===== src/source/gate_settings.svh =====
////////////////////////////////////////////////////////////////////////////
// Fixed-point widths for the input gate datapath
// Included by the package and by every RTL module
////////////////////////////////////////////////////////////////////////////

`ifndef GATE_SETTINGS_SVH
`define GATE_SETTINGS_SVH

// Operand and result width in Q8.8
`define GATE_DATA_WIDTH 16

// Fraction bits so 1.0 is 256
`define GATE_FRAC_BITS 8

// Accumulator width for the longest dot products
`define GATE_ACC_WIDTH 40

// Size inputs run from 1 to 15
`define GATE_SIZE_WIDTH 4

`endif


===== src/source/gate_pkg.sv =====
////////////////////////////////////////////////////////////////////////////
// Shared states, opcodes and stage payloads of the input gate
////////////////////////////////////////////////////////////////////////////

`default_nettype none

`include "gate_settings.svh"

package gate_pkg;

  // Sequencer walk through one element
  typedef enum logic [2:0] {
    PHASE_IDLE,  // Waiting for start
    PHASE_W_X,   // W(l)·x
    PHASE_K_R,   // K(l)·r
    PHASE_U_H,   // U(l)·h
    PHASE_BIAS   // b(l) closes the element
  } gate_phase_e;

  // MAC opcodes
  typedef enum logic [1:0] {
    TERM_FIRST,       // Load product
    TERM_ACCUMULATE,  // Add product
    TERM_BIAS         // Rescale, add bias, emit
  } term_op_e;

  // One issued term, sequencer to MAC
  typedef struct packed {
    term_op_e                           op;
    logic signed [`GATE_DATA_WIDTH-1:0] operand_a;
    logic signed [`GATE_DATA_WIDTH-1:0] operand_b;
    logic signed [`GATE_DATA_WIDTH-1:0] bias;
    logic                               last_element;  // Bias term of final l
  } term_t;

  // Vector sizes captured at start
  typedef struct packed {
    logic [`GATE_SIZE_WIDTH-1:0] size_x;
    logic [`GATE_SIZE_WIDTH-1:0] size_k;
    logic [`GATE_SIZE_WIDTH-1:0] size_l;
  } gate_sizes_t;

  // Saturated pre-activation, MAC to logistic
  typedef struct packed {
    logic signed [`GATE_DATA_WIDTH-1:0] value;
    logic                               last_element;
  } preact_t;

endpackage

`default_nettype wire


===== src/source/gate_operand_sequencer.sv =====
////////////////////////////////////////////////////////////////////////////
// Input side of the gate. Requests operand pairs phase by phase for each l
// and hands every answered pair to the MAC as one term
////////////////////////////////////////////////////////////////////////////

`timescale 1ns/10ps
`default_nettype none

`include "gate_settings.svh"

module gate_operand_sequencer (
  input  logic                               CLK,
  input  logic                               RST,

  input  logic                               start,
  input  gate_pkg::gate_sizes_t              sizes,

  // Operand requests and answers
  output logic                               w_x_request,
  output logic                               k_r_request,
  output logic                               u_h_request,
  output logic                               b_request,
  input  logic                               w_x_enable,
  input  logic                               k_r_enable,
  input  logic                               u_h_enable,
  input  logic                               b_enable,

  input  logic signed [`GATE_DATA_WIDTH-1:0] w_in,
  input  logic signed [`GATE_DATA_WIDTH-1:0] x_in,
  input  logic signed [`GATE_DATA_WIDTH-1:0] k_in,
  input  logic signed [`GATE_DATA_WIDTH-1:0] r_in,
  input  logic signed [`GATE_DATA_WIDTH-1:0] u_in,
  input  logic signed [`GATE_DATA_WIDTH-1:0] h_in,
  input  logic signed [`GATE_DATA_WIDTH-1:0] b_in,

  output gate_pkg::term_t                    term,
  output logic                               term_valid
);

  import gate_pkg::*;

  gate_phase_e                        phase;
  gate_phase_e                        next_phase;
  gate_sizes_t                        sizes_q;       // Held for the whole run
  logic        [`GATE_SIZE_WIDTH-1:0] element_cnt;   // Current l
  logic        [`GATE_SIZE_WIDTH-1:0] column_cnt;    // Index inside a phase
  logic        [`GATE_SIZE_WIDTH-1:0] phase_size;
  logic                               phase_enable;  // Answer of the open request
  logic                               last_column;
  logic                               last_row;
  logic                               advance;       // New request goes out
  logic signed [`GATE_DATA_WIDTH-1:0] operand_a;
  logic signed [`GATE_DATA_WIDTH-1:0] operand_b;
  term_t                              term_next;

  ////////////////////////////////////////////////////////////////////////////
  // Phase decode
  ////////////////////////////////////////////////////////////////////////////

  always_comb begin
    phase_size   = '0;
    phase_enable = 1'b0;
    operand_a    = '0;
    operand_b    = '0;
    case (phase)
      PHASE_W_X: begin
        phase_size   = sizes_q.size_x;
        phase_enable = w_x_enable;
        operand_a    = w_in;
        operand_b    = x_in;
      end
      PHASE_K_R: begin
        phase_size   = sizes_q.size_k;
        phase_enable = k_r_enable;
        operand_a    = k_in;
        operand_b    = r_in;
      end
      PHASE_U_H: begin
        phase_size   = sizes_q.size_l;  // U is square
        phase_enable = u_h_enable;
        operand_a    = u_in;
        operand_b    = h_in;
      end
      PHASE_BIAS: phase_enable = b_enable;
      default: phase_enable = 1'b0;  // Idle ignores stray strobes
    endcase
  end

  assign last_column = (column_cnt == phase_size - 1'b1);
  assign last_row    = (element_cnt == sizes_q.size_l - 1'b1);

  // Where the walk goes on this cycle's answer
  always_comb begin
    next_phase = phase;
    advance    = 1'b0;
    case (phase)
      PHASE_IDLE: begin
        if (start) begin
          next_phase = PHASE_W_X;
          advance    = 1'b1;
        end
      end
      PHASE_W_X: begin
        advance = phase_enable;
        if (phase_enable && last_column) next_phase = PHASE_K_R;
      end
      PHASE_K_R: begin
        advance = phase_enable;
        if (phase_enable && last_column) next_phase = PHASE_U_H;
      end
      PHASE_U_H: begin
        advance = phase_enable;
        if (phase_enable && last_column) next_phase = PHASE_BIAS;
      end
      PHASE_BIAS: begin
        if (phase_enable) begin
          advance    = !last_row;  // Nothing to ask for after final l
          next_phase = last_row ? PHASE_IDLE : PHASE_W_X;
        end
      end
      default: next_phase = PHASE_IDLE;
    endcase
  end

  // Term built from the answer in flight
  always_comb begin
    term_next.op = TERM_ACCUMULATE;
    if (phase == PHASE_BIAS) begin
      term_next.op = TERM_BIAS;
    end else if (phase == PHASE_W_X && column_cnt == '0) begin
      term_next.op = TERM_FIRST;  // Opens a fresh l
    end
    term_next.operand_a    = operand_a;
    term_next.operand_b    = operand_b;
    term_next.bias         = b_in;
    term_next.last_element = (phase == PHASE_BIAS) && last_row;
  end

  ////////////////////////////////////////////////////////////////////////////
  // Control registers
  ////////////////////////////////////////////////////////////////////////////

  always_ff @(posedge CLK or posedge RST) begin
    if (RST) begin
      phase       <= PHASE_IDLE;
      element_cnt <= '0;
      column_cnt  <= '0;
      w_x_request <= 1'b0;
      k_r_request <= 1'b0;
      u_h_request <= 1'b0;
      b_request   <= 1'b0;
      term_valid  <= 1'b0;
    end else begin
      phase       <= next_phase;
      term_valid  <= phase_enable;  // Issue one cycle after the answer
      // Single-cycle request pulses
      w_x_request <= advance && (next_phase == PHASE_W_X);
      k_r_request <= advance && (next_phase == PHASE_K_R);
      u_h_request <= advance && (next_phase == PHASE_U_H);
      b_request   <= advance && (next_phase == PHASE_BIAS);

      if (advance) begin
        if (phase == PHASE_IDLE || next_phase != phase) begin
          column_cnt <= '0;
        end else begin
          column_cnt <= column_cnt + 1'b1;
        end
      end

      if (phase == PHASE_IDLE) begin
        element_cnt <= '0;
      end else if (phase == PHASE_BIAS && phase_enable && !last_row) begin
        element_cnt <= element_cnt + 1'b1;
      end
    end
  end

  // Payload capture
  always_ff @(posedge CLK) begin
    if (phase == PHASE_IDLE && start) sizes_q <= sizes;
    if (phase_enable) term <= term_next;
  end

endmodule

`default_nettype wire


===== src/source/gate_mac_unit.sv =====
////////////////////////////////////////////////////////////////////////////
// Processing part. Accumulates products for one l, then rescales to Q8.8,
// adds the bias and saturates the pre-activation
////////////////////////////////////////////////////////////////////////////

`timescale 1ns/10ps
`default_nettype none

`include "gate_settings.svh"

module gate_mac_unit (
  input  logic              CLK,
  input  logic              RST,

  input  gate_pkg::term_t   term,
  input  logic              term_valid,

  output gate_pkg::preact_t preact,
  output logic              preact_valid
);

  import gate_pkg::*;

  // Signed 16-bit limits at accumulator width
  localparam logic signed [`GATE_ACC_WIDTH-1:0] sat_max = 2 ** (`GATE_DATA_WIDTH - 1) - 1;
  localparam logic signed [`GATE_ACC_WIDTH-1:0] sat_min = -(2 ** (`GATE_DATA_WIDTH - 1));

  logic signed [`GATE_ACC_WIDTH-1:0]    acc;
  logic signed [2*`GATE_DATA_WIDTH-1:0] product;      // Q16.16
  logic signed [`GATE_ACC_WIDTH-1:0]    product_ext;
  logic signed [`GATE_ACC_WIDTH-1:0]    scaled;       // Back to Q8.8
  logic signed [`GATE_ACC_WIDTH-1:0]    biased;
  logic signed [`GATE_DATA_WIDTH-1:0]   saturated;

  always_comb begin
    product     = $signed(term.operand_a) * $signed(term.operand_b);
    product_ext = product;                 // Sign extend
    scaled      = acc >>> `GATE_FRAC_BITS;  // Floor toward minus infinity
    biased      = scaled + $signed(term.bias);
    if (biased > sat_max) begin
      saturated = sat_max[`GATE_DATA_WIDTH-1:0];
    end else if (biased < sat_min) begin
      saturated = sat_min[`GATE_DATA_WIDTH-1:0];
    end else begin
      saturated = biased[`GATE_DATA_WIDTH-1:0];
    end
  end

  // Accumulator, always reloaded by TERM_FIRST
  always_ff @(posedge CLK) begin
    if (term_valid) begin
      case (term.op)
        TERM_FIRST:      acc <= product_ext;
        TERM_ACCUMULATE: acc <= acc + product_ext;
        default:         acc <= acc;  // Bias term only reads
      endcase
    end
  end

  always_ff @(posedge CLK) begin
    if (term_valid && term.op == TERM_BIAS) begin
      preact.value        <= saturated;
      preact.last_element <= term.last_element;
    end
  end

  always_ff @(posedge CLK or posedge RST) begin
    if (RST) begin
      preact_valid <= 1'b0;
    end else begin
      preact_valid <= term_valid && (term.op == TERM_BIAS);
    end
  end

endmodule

`default_nettype wire


===== src/source/gate_logistic_unit.sv =====
////////////////////////////////////////////////////////////////////////////
// Output side. Hard logistic 0.5 + z/4 clamped to [0, 1] in Q8.8
////////////////////////////////////////////////////////////////////////////

`timescale 1ns/10ps
`default_nettype none

`include "gate_settings.svh"

module gate_logistic_unit (
  input  logic                               CLK,
  input  logic                               RST,

  input  gate_pkg::preact_t                  preact,
  input  logic                               preact_valid,

  output logic signed [`GATE_DATA_WIDTH-1:0] i_out,
  output logic                               i_out_enable,
  output logic                               ready
);

  localparam logic signed [`GATE_DATA_WIDTH:0] half = 2 ** (`GATE_FRAC_BITS - 1);  // 0.5
  localparam logic signed [`GATE_DATA_WIDTH:0] one  = 2 ** `GATE_FRAC_BITS;        // 1.0

  logic signed [`GATE_DATA_WIDTH-1:0] quarter;   // z/4
  logic signed [`GATE_DATA_WIDTH:0]   linear;    // One guard bit
  logic signed [`GATE_DATA_WIDTH-1:0] squashed;

  always_comb begin
    quarter = $signed(preact.value) >>> 2;
    linear  = quarter + half;
    if (linear < 0) begin
      squashed = '0;
    end else if (linear > one) begin
      squashed = one[`GATE_DATA_WIDTH-1:0];
    end else begin
      squashed = linear[`GATE_DATA_WIDTH-1:0];
    end
  end

  always_ff @(posedge CLK or posedge RST) begin
    if (RST) begin
      i_out        <= '0;
      i_out_enable <= 1'b0;
      ready        <= 1'b0;
    end else begin
      i_out_enable <= preact_valid;
      ready        <= preact_valid && preact.last_element;  // With final output
      if (preact_valid) i_out <= squashed;
    end
  end

endmodule

`default_nettype wire


===== src/source/input_gate_vector.sv =====
////////////////////////////////////////////////////////////////////////////
// Input gate i(l) = logistic(W·x + K·r + U·h + b) over streamed operands
// Sequencer feeds the MAC, MAC feeds the hard logistic
////////////////////////////////////////////////////////////////////////////

`timescale 1ns/10ps
`default_nettype none

`include "gate_settings.svh"

module input_gate_vector (
  input  logic                               CLK,
  input  logic                               RST,

  // Control
  input  logic                               start,
  input  gate_pkg::gate_sizes_t              sizes,

  // Operand requests
  output logic                               w_x_request,
  output logic                               k_r_request,
  output logic                               u_h_request,
  output logic                               b_request,

  // Answer strobes
  input  logic                               w_x_enable,
  input  logic                               k_r_enable,
  input  logic                               u_h_enable,
  input  logic                               b_enable,

  // Operand data
  input  logic signed [`GATE_DATA_WIDTH-1:0] w_in,
  input  logic signed [`GATE_DATA_WIDTH-1:0] x_in,
  input  logic signed [`GATE_DATA_WIDTH-1:0] k_in,
  input  logic signed [`GATE_DATA_WIDTH-1:0] r_in,
  input  logic signed [`GATE_DATA_WIDTH-1:0] u_in,
  input  logic signed [`GATE_DATA_WIDTH-1:0] h_in,
  input  logic signed [`GATE_DATA_WIDTH-1:0] b_in,

  // Result stream
  output logic signed [`GATE_DATA_WIDTH-1:0] i_out,
  output logic                               i_out_enable,
  output logic                               ready
);

  import gate_pkg::*;

  term_t   term;          // Sequencer to MAC
  logic    term_valid;
  preact_t preact;        // MAC to logistic
  logic    preact_valid;

  gate_operand_sequencer gate_operand_sequencer_i (
    .CLK        (CLK),
    .RST        (RST),
    .start      (start),
    .sizes      (sizes),
    .w_x_request(w_x_request),
    .k_r_request(k_r_request),
    .u_h_request(u_h_request),
    .b_request  (b_request),
    .w_x_enable (w_x_enable),
    .k_r_enable (k_r_enable),
    .u_h_enable (u_h_enable),
    .b_enable   (b_enable),
    .w_in       (w_in),
    .x_in       (x_in),
    .k_in       (k_in),
    .r_in       (r_in),
    .u_in       (u_in),
    .h_in       (h_in),
    .b_in       (b_in),
    .term       (term),
    .term_valid (term_valid)
  );

  gate_mac_unit gate_mac_unit_i (
    .CLK         (CLK),
    .RST         (RST),
    .term        (term),
    .term_valid  (term_valid),
    .preact      (preact),
    .preact_valid(preact_valid)
  );

  gate_logistic_unit gate_logistic_unit_i (
    .CLK         (CLK),
    .RST         (RST),
    .preact      (preact),
    .preact_valid(preact_valid),
    .i_out       (i_out),
    .i_out_enable(i_out_enable),
    .ready       (ready)
  );

endmodule

`default_nettype wire


===== config.mk =====
export PLATFORM = sky130hd
export DESIGN_NAME = input_gate_vector
export DESIGN_NICKNAME = d
export VERILOG_FILES = /design/src/source/gate_pkg.sv /design/src/source/gate_operand_sequencer.sv /design/src/source/gate_mac_unit.sv /design/src/source/gate_logistic_unit.sv /design/src/source/input_gate_vector.sv
export VERILOG_INCLUDE_DIRS = /design/src /design/src/source
export SDC_FILE = /design/constraint.sdc
export NUM_CORES = 1
export LEC_CHECK = 0
export BUFFER_PORTS_ARGS = -buffer_cell sky130_fd_sc_hd__buf_2
export CELL_PAD_IN_SITES_DETAIL_PLACEMENT = 2
export CELL_PAD_IN_SITES_GLOBAL_PLACEMENT = 2
export CORE_ASPECT_RATIO = 0.6
export CORE_MARGIN = 1
export CORE_UTILIZATION = 36
export DETAILED_ROUTE_END_ITERATION = 8
export PLACE_DENSITY_LB_ADDON = 0.1
export SYNTH_ARGS = -nofsm -noshare
export SYNTH_HDL_FRONTEND = slang
export SYNTH_SLANG_ARGS = --single-unit

===== constraint.sdc =====
create_clock -name CLK -period 8.2 [get_ports CLK]
set_input_delay 1.64 -clock CLK [delete_from_list [all_inputs] [get_ports CLK]]
set_output_delay 1.64 -clock CLK [all_outputs]
set_load 0.05 [all_outputs]

# Word-level counts from Yosys, hierarchy flattened
# Cells that the tools add are included.
dict set report word_totals {
  regBits 155
  input_bits 131
  output_inout_bits 22
}
dict set report op_classes {
  add_sub_neg 7
  n_mul 1
  n_lt_le_gt_ge 4
  n_eq_ne 13
  muxes 22
  n_reduce_logical 21
}
# cell count
set ops {}
lappend ops {{$pmux 16 s3} 2}
lappend ops {{$pmux 40 s2} 1}
lappend ops {{$mux 16} 3}
lappend ops {{$add 40x32->40} 1}
lappend ops {{$gt 40x16->1 const B} 1}
lappend ops {{$lt 40x16->1 const B} 1}
lappend ops {{$add 32x16->33} 1}
lappend ops {{$mul 16x16->32} 1}
lappend ops {{$add 14x9->15 const B} 1}
lappend ops {{$gt 15x10->1 const B} 1}
lappend ops {{$lt 15x1->1 const B} 1}
lappend ops {{$mux 3} 5}
lappend ops {{$pmux 3 s5} 1}
lappend ops {{$eq 3x2->1 const B} 4}
lappend ops {{$logic_and 1x1->1} 12}
lappend ops {{$mux 4} 3}
lappend ops {{$pmux 4 s3} 1}
lappend ops {{$add 4x1->4 const B} 2}
lappend ops {{$eq 4x4->1} 2}
lappend ops {{$sub 4x1->4 const B} 2}
lappend ops {{$eq 3x1->1 const B} 2}
lappend ops {{$eq 3x3->1 const B} 2}
lappend ops {{$logic_not 4->1} 1}
lappend ops {{$mux 1} 4}
lappend ops {{other kinds (12)} 13}

# Logic depth before layout (Yosys ltp)
dict set report depth {
  ltp_word 10
  mapped_depth 37
}

# Modules after synthesis
# From an unflattened synthesis, not the netlist that was laid out.
dict set report unflattened {
  cells_unflattened 2280
  area_unflattened_um2 21151.5
}
# module instances cells_per_inst area_per_inst_um2 seq_area_each_um2
set modules_own_cells {}
lappend modules_own_cells {gate_mac_unit 1 1850 16412.0 1736.7}
lappend modules_own_cells {gate_operand_sequencer 1 360 4033.9 2292.2}
lappend modules_own_cells {gate_logistic_unit 1 70 705.7 400.4}

# Worst setup path before layout
# OpenSTA, ideal clock, no wires.
dict set report synth_timing {
  path_kind {flip-flop to flip-flop}
  start {register gate_operand_sequencer_i.term[32] (netlist name)}
  end {register gate_mac_unit_i.acc[39] (data pin)}
  setup_time_ns 0.284
  arrival_time_ns 8.062
  required_ns 7.916
  setup_slack_ns -0.146
  stages_incl_launch_ff 31
  path_buffers 2
  period_less_slack_ns 8.346
  path_cell_list {edfxtp_1 -> inv_1 -> clkbuf_1 -> nor2_1 -> fa_1 -> fa_1 -> fa_1 -> fa_1 -> fa_1 -> inv_1 -> fa_1 -> inv_1 -> ha_1 -> a2111oi_0 -> o21ai_1 -> o21a_1 -> or3_1 -> o22a_1 -> a211oi_1 -> o21a_1 -> o211ai_1 -> ha_1 -> clkbuf_1 -> a21oi_1 -> o21ai_0 -> nand2_1 -> nand2_1 -> a41oi_1 -> a32oi_1 -> mux2i_1 -> xnor2_1}
}
dict set report synth_between {
  elab_chain_cells 3
}
# element line_no
set synth_lines {}
lappend synth_lines {{$mul 16x16->32 (*)} gate_mac_unit.sv:36} ;# product = $signed(term.operand_a) * $signed(term.operand_b);
lappend synth_lines {{$add 40x32->40} gate_mac_unit.sv:54} ;# TERM_ACCUMULATE: acc <= acc + product_ext;
lappend synth_lines {{$pmux 40 s2 (*)} gate_mac_unit.sv:52} ;# case (term.op)
lappend synth_lines {{end signal, assigned} gate_mac_unit.sv:53} ;# TERM_FIRST: acc <= product_ext;
lappend synth_lines {{end signal, assigned} gate_mac_unit.sv:54}
lappend synth_lines {{end, declared} gate_mac_unit.sv:28} ;# logic signed [`GATE_ACC_WIDTH-1:0] acc;
# Mark *: on every way between the ends. The rest lies on a longest branch, timed or not.
# A chain may end at the register's enable or synchronous reset.

# Worst setup path in the final report
dict set report layout_timing {
  start {register gate_operand_sequencer_i.term[39] (netlist name)}
  end {register gate_mac_unit_i.acc[33] (data pin)}
}
dict set report layout_between {
  elab_chain_cells 3
}
# element line_no
set layout_lines {}
lappend layout_lines {{$mul 16x16->32 (*)} gate_mac_unit.sv:36}
lappend layout_lines {{$add 40x32->40} gate_mac_unit.sv:54}
lappend layout_lines {{$pmux 40 s2 (*)} gate_mac_unit.sv:52}
# Marked as above.

==> results.py <==
metrics = {
    "synth": {
        "synthTopCellsByArea": "fa_1, edfxtp_1, ha_1",
        "yosysWarnings": 0,
        "seq_area_frac_synth_pct": 21.7,
        "synth_enable_flop_cells": 118,
        "syn_avg_cell_area_um2": 9.31,
        "ys_types": 71,
        "yosysTopAreaCell": "fa_1",
        "syn_inst": 2165,
        "syn-cell-area_um2": 20200,
        "synth_top_area_share_pct": 26.2,
        "ys_async_sr_fraction_pct": 21.9,
        "synth_seq_cells": 151,
        "ys.flop_type": "edfxtp_1",
    },
    "timing": {
        "fmax_mhz": 119,
        "rsz0062_at_grt": "true",
        "holdWs_ps": 420,
        "finClkSkew_ps": 17.8,
        "slew_violations": 0,
        "worstMarginPinSlew_ps": 1060,
        "hold_violations": 0,
        "setup_viol": 8,
        "setup_ws_ps": -190,
        "min_period_over_period_pct": 102,
        "fin_crit_ps": 8390,
        "slew_headroom_pct": 29.4,
    },
    "placement": {
        "pre_cts_slack_ps": -525,
        "dp_hpwl_mm": 60.4,
        "place_congestion": 0.880,
        "port_buffers": 150,
        "dpl_cell_area_um2": 23300,
    },
    "drt": {
        "routed_wirelength_mm": 75.5,
        "avgRoutedWirePerCell_um": 23.1,
        "viasPerCell": 5.19,
        "drtIter0Drc": 909,
        "drc": 0,
        "dr.pass1.iters": 5,
        "postRouteAntennaNets": 0,
        "vias": 16993,
    },
    "run": {
        "cap_viol_max_count": 0,
    },
    "finish": {
        "final_area_um2": 25200,
        "layout-drive-gt1-share_pct": 24.1,
        "utilization_pct": 46.0,
        "regArea_um2": 4370,
        "multi_input_area_um2": 15100,
        "n_fill_cell": 5804,
        "nNetsFinal": 3071,
        "area_delta_synth_final_pct": 24.8,
    },
    "cts": {
        "htreeDepth": 4,
        "postCtsHoldBufs": 0,
        "cts_tree": "done",
        "cts_buffer_depth": 2,
        "path_clk_slew_ps": 80,
        "clock-root-buffer": "clkbuf_16",
        "cts_buffers": 17,
        "cts_sinks": 151,
        "clk_latency_ps": 480,
    },
    "global_routing": {
        "grt_first_pass_wirelength_mm": 114,
        "grtUsageTotal_pct": 26.4,
        "use_met2_pct": 41.3,
        "use_met1_pct": 37.6,
        "grt_pass1_vias": 19266,
        "grt.overflow.total": 0,
        "grt.busiest_layer": "met2",
        "grt_max_degree": 57,
        "grt_util_met3_pct": 5.94,
        "antenna_found_initial": 3,
    },
    "critical_path": {
        "crit_fanout": 5,
        "cp.arrival_ps": 8590,
        "cp_slowest_cell": "fa_1",
        "max_stage_delay_ps": 570,
        "crit_type": "flop to flop",
        "crit_path_frequent_cell": "fa_1",
        "cp-end-kind": "flop",
        "cp-start-kind": "flop",
        "cp.required_ps": 8400,
    },
    "floorplanning": {
        "rows": 66,
        "die_h_um": 185,
        "die-area_um2": 57000,
        "core_area_um2": 54800,
        "start_util_pct": 36.8,
        "die_w_um": 308,
        "pin_count": 153,
    },
    "status": {
        "failed_checks": "setup timing",
        "outcome": "complete, but fails checks",
    },
    "hold_path": {
        "hold_class": "flop to flop",
    },
}
## synth_stat cells (4+ instances only)
cell type / number
nor3_1: 19
a31oi_1: 7
mux2i_1: 39
a221oi_1: 4
o21ai_1: 12
inv_1: 354
nor2b_1: 16
dfrtp_1: 33
xnor2_1: 64
fa_1: 264
ha_1: 163
a211oi_1: 12
a21oi_1: 120
mux2_2: 8
and4_1: 5
a21o_1: 46
o21ai_0: 89
and2_1: 131
o211ai_1: 11
nand3_1: 25
and3_1: 12
nor4_1: 8
or3_1: 4
buf_2: 4
a41oi_1: 7
o21bai_1: 12
nand2b_1: 17
o21a_1: 14
nor2_1: 136
clkbuf_1: 58
nand4_1: 16
o31a_1: 5
xor2_1: 48
o31ai_1: 7
nand2_1: 215
buf_1: 9
edfxtp_1: 118
## placed cells by master (no fill, tap or decap), types with 43 or more instances in the layout
cell,netlist,final
nand2_1,215,207
a21o_1,46,46
o21ai_0,89,69
buf_2,4,150
inv_1,354,337
xor2_1,48,43
edfxtp_1,118,118
nor2_1,136,128
a21oi_1,120,105
and2_1,131,127
buf_4,2,225
xnor2_1,64,56
ha_1,163,142
fa_1,264,244
## path summary, 6_finish.rpt
kind | start | end | slack, ps | cells after the start
max in group asynchronous | RST | gate_operand_sequencer_i.phase[0]$_DFF_PP0_ | 6580 | 3
min reg2reg | gate_operand_sequencer_i.term[0]$_DFFE_PP_ | gate_mac_unit_i.preact[0]$_DFFE_PP_ | 420 | 0
min in group asynchronous | RST | gate_operand_sequencer_i.element_cnt[0]$_DFFE_PP0P_ | 1260 | 3
max reg2reg | gate_operand_sequencer_i.term[39]$_DFFE_PP_ | gate_mac_unit_i.acc[33]$_DFFE_PP_ | -190 | 32
min | gate_operand_sequencer_i.term[0]$_DFFE_PP_ | gate_mac_unit_i.preact[0]$_DFFE_PP_ | 420 | 0
max | gate_operand_sequencer_i.term[39]$_DFFE_PP_ | gate_mac_unit_i.acc[33]$_DFFE_PP_ | -190 | 32
## worst max-delay path, delay by kind of cell, from the launching register on
family | cells | cell delay [ps]
adders and majority gates | 8 | 3580
AOI/OAI and AO/OA | 12 | 2250
buffers and inverters | 7 | 830
and+or+nand+nor | 3 | 630
DFF | 1 | 550
xor gates and xnor gates | 2 | 300
## per-layer routing
| metal | up-vias | share of wire (%) |
|---|---|---|
| met2 | 388 | 45 |
| met3 | 69 | 5.7 |
| li1 | 7757 | - |
| met4 | 0 | 1.4 |
| met5 | - | 0 |
| met1 | 8779 | 48 |
## registers in the layout (all words and copies together) (netlist names)
register / count
gate_operand_sequencer_i.u_h_request: 1
gate_mac_unit_i.preact: 15
gate_logistic_unit_i.i_out: 14
gate_operand_sequencer_i.element_cnt: 4
gate_mac_unit_i.preact_valid: 1
gate_operand_sequencer_i.column_cnt: 4
gate_operand_sequencer_i.sizes_q: 12
gate_logistic_unit_i.ready: 1
gate_logistic_unit_i.i_out_enable: 1
gate_operand_sequencer_i.phase: 3
gate_operand_sequencer_i.b_request: 1
gate_mac_unit_i.acc: 40
gate_operand_sequencer_i.w_x_request: 1
gate_operand_sequencer_i.k_r_request: 1
gate_operand_sequencer_i.term_valid: 1
gate_operand_sequencer_i.term: 51
## kinds of logic after synthesis
group	count (synthesis)	synth area share, %
AND/OR/NAND/NOR	616	14.6
buffers and inverters	428	8.07
adder cells (fa/ha/maj)	427	36.3
AO/OA/AOI/OAI	383	12.0
flip-flops	151	21.7
XOR/XNOR	112	4.87
multiplexers	47	2.38
other	1	0.0186
## final cells by class
type | count | area share (%)
Timing Repair Buffer | 402 | 11.3
Clock inverter | 14 | 0.592
Inverter | 354 | 5.28
Multi-Input combinational cell | 1587 | 60.0
Antenna cell | 1 | 0.00994
Sequential cell | 151 | 17.4
Clock buffer | 18 | 1.79
Tap cell | 748 | 3.72
## metrics by stage
| stage | cells | TNS (ps) |
|---|---|---|
| after floorplan | 2166 | 0 |
| after global routing | 3274 | -4790 |
| after CTS | 3247 | 0 |
| final | 3275 | -912 |
| after global placement | 3199 | -1760 |
| after detailed placement | 3199 | -4390 |
## repair_timing
item | 4_1_cts | 5_1_grt
pin swaps | 44 | 85
endpoints found under the setup margin | 15 | 18
setup buffers | 16 | 28
resized for setup | 84 | 132
Power is left out: the tool's default activity adds up to more than one toggle a clock period on the data nets, which glitch-free logic cannot reach.
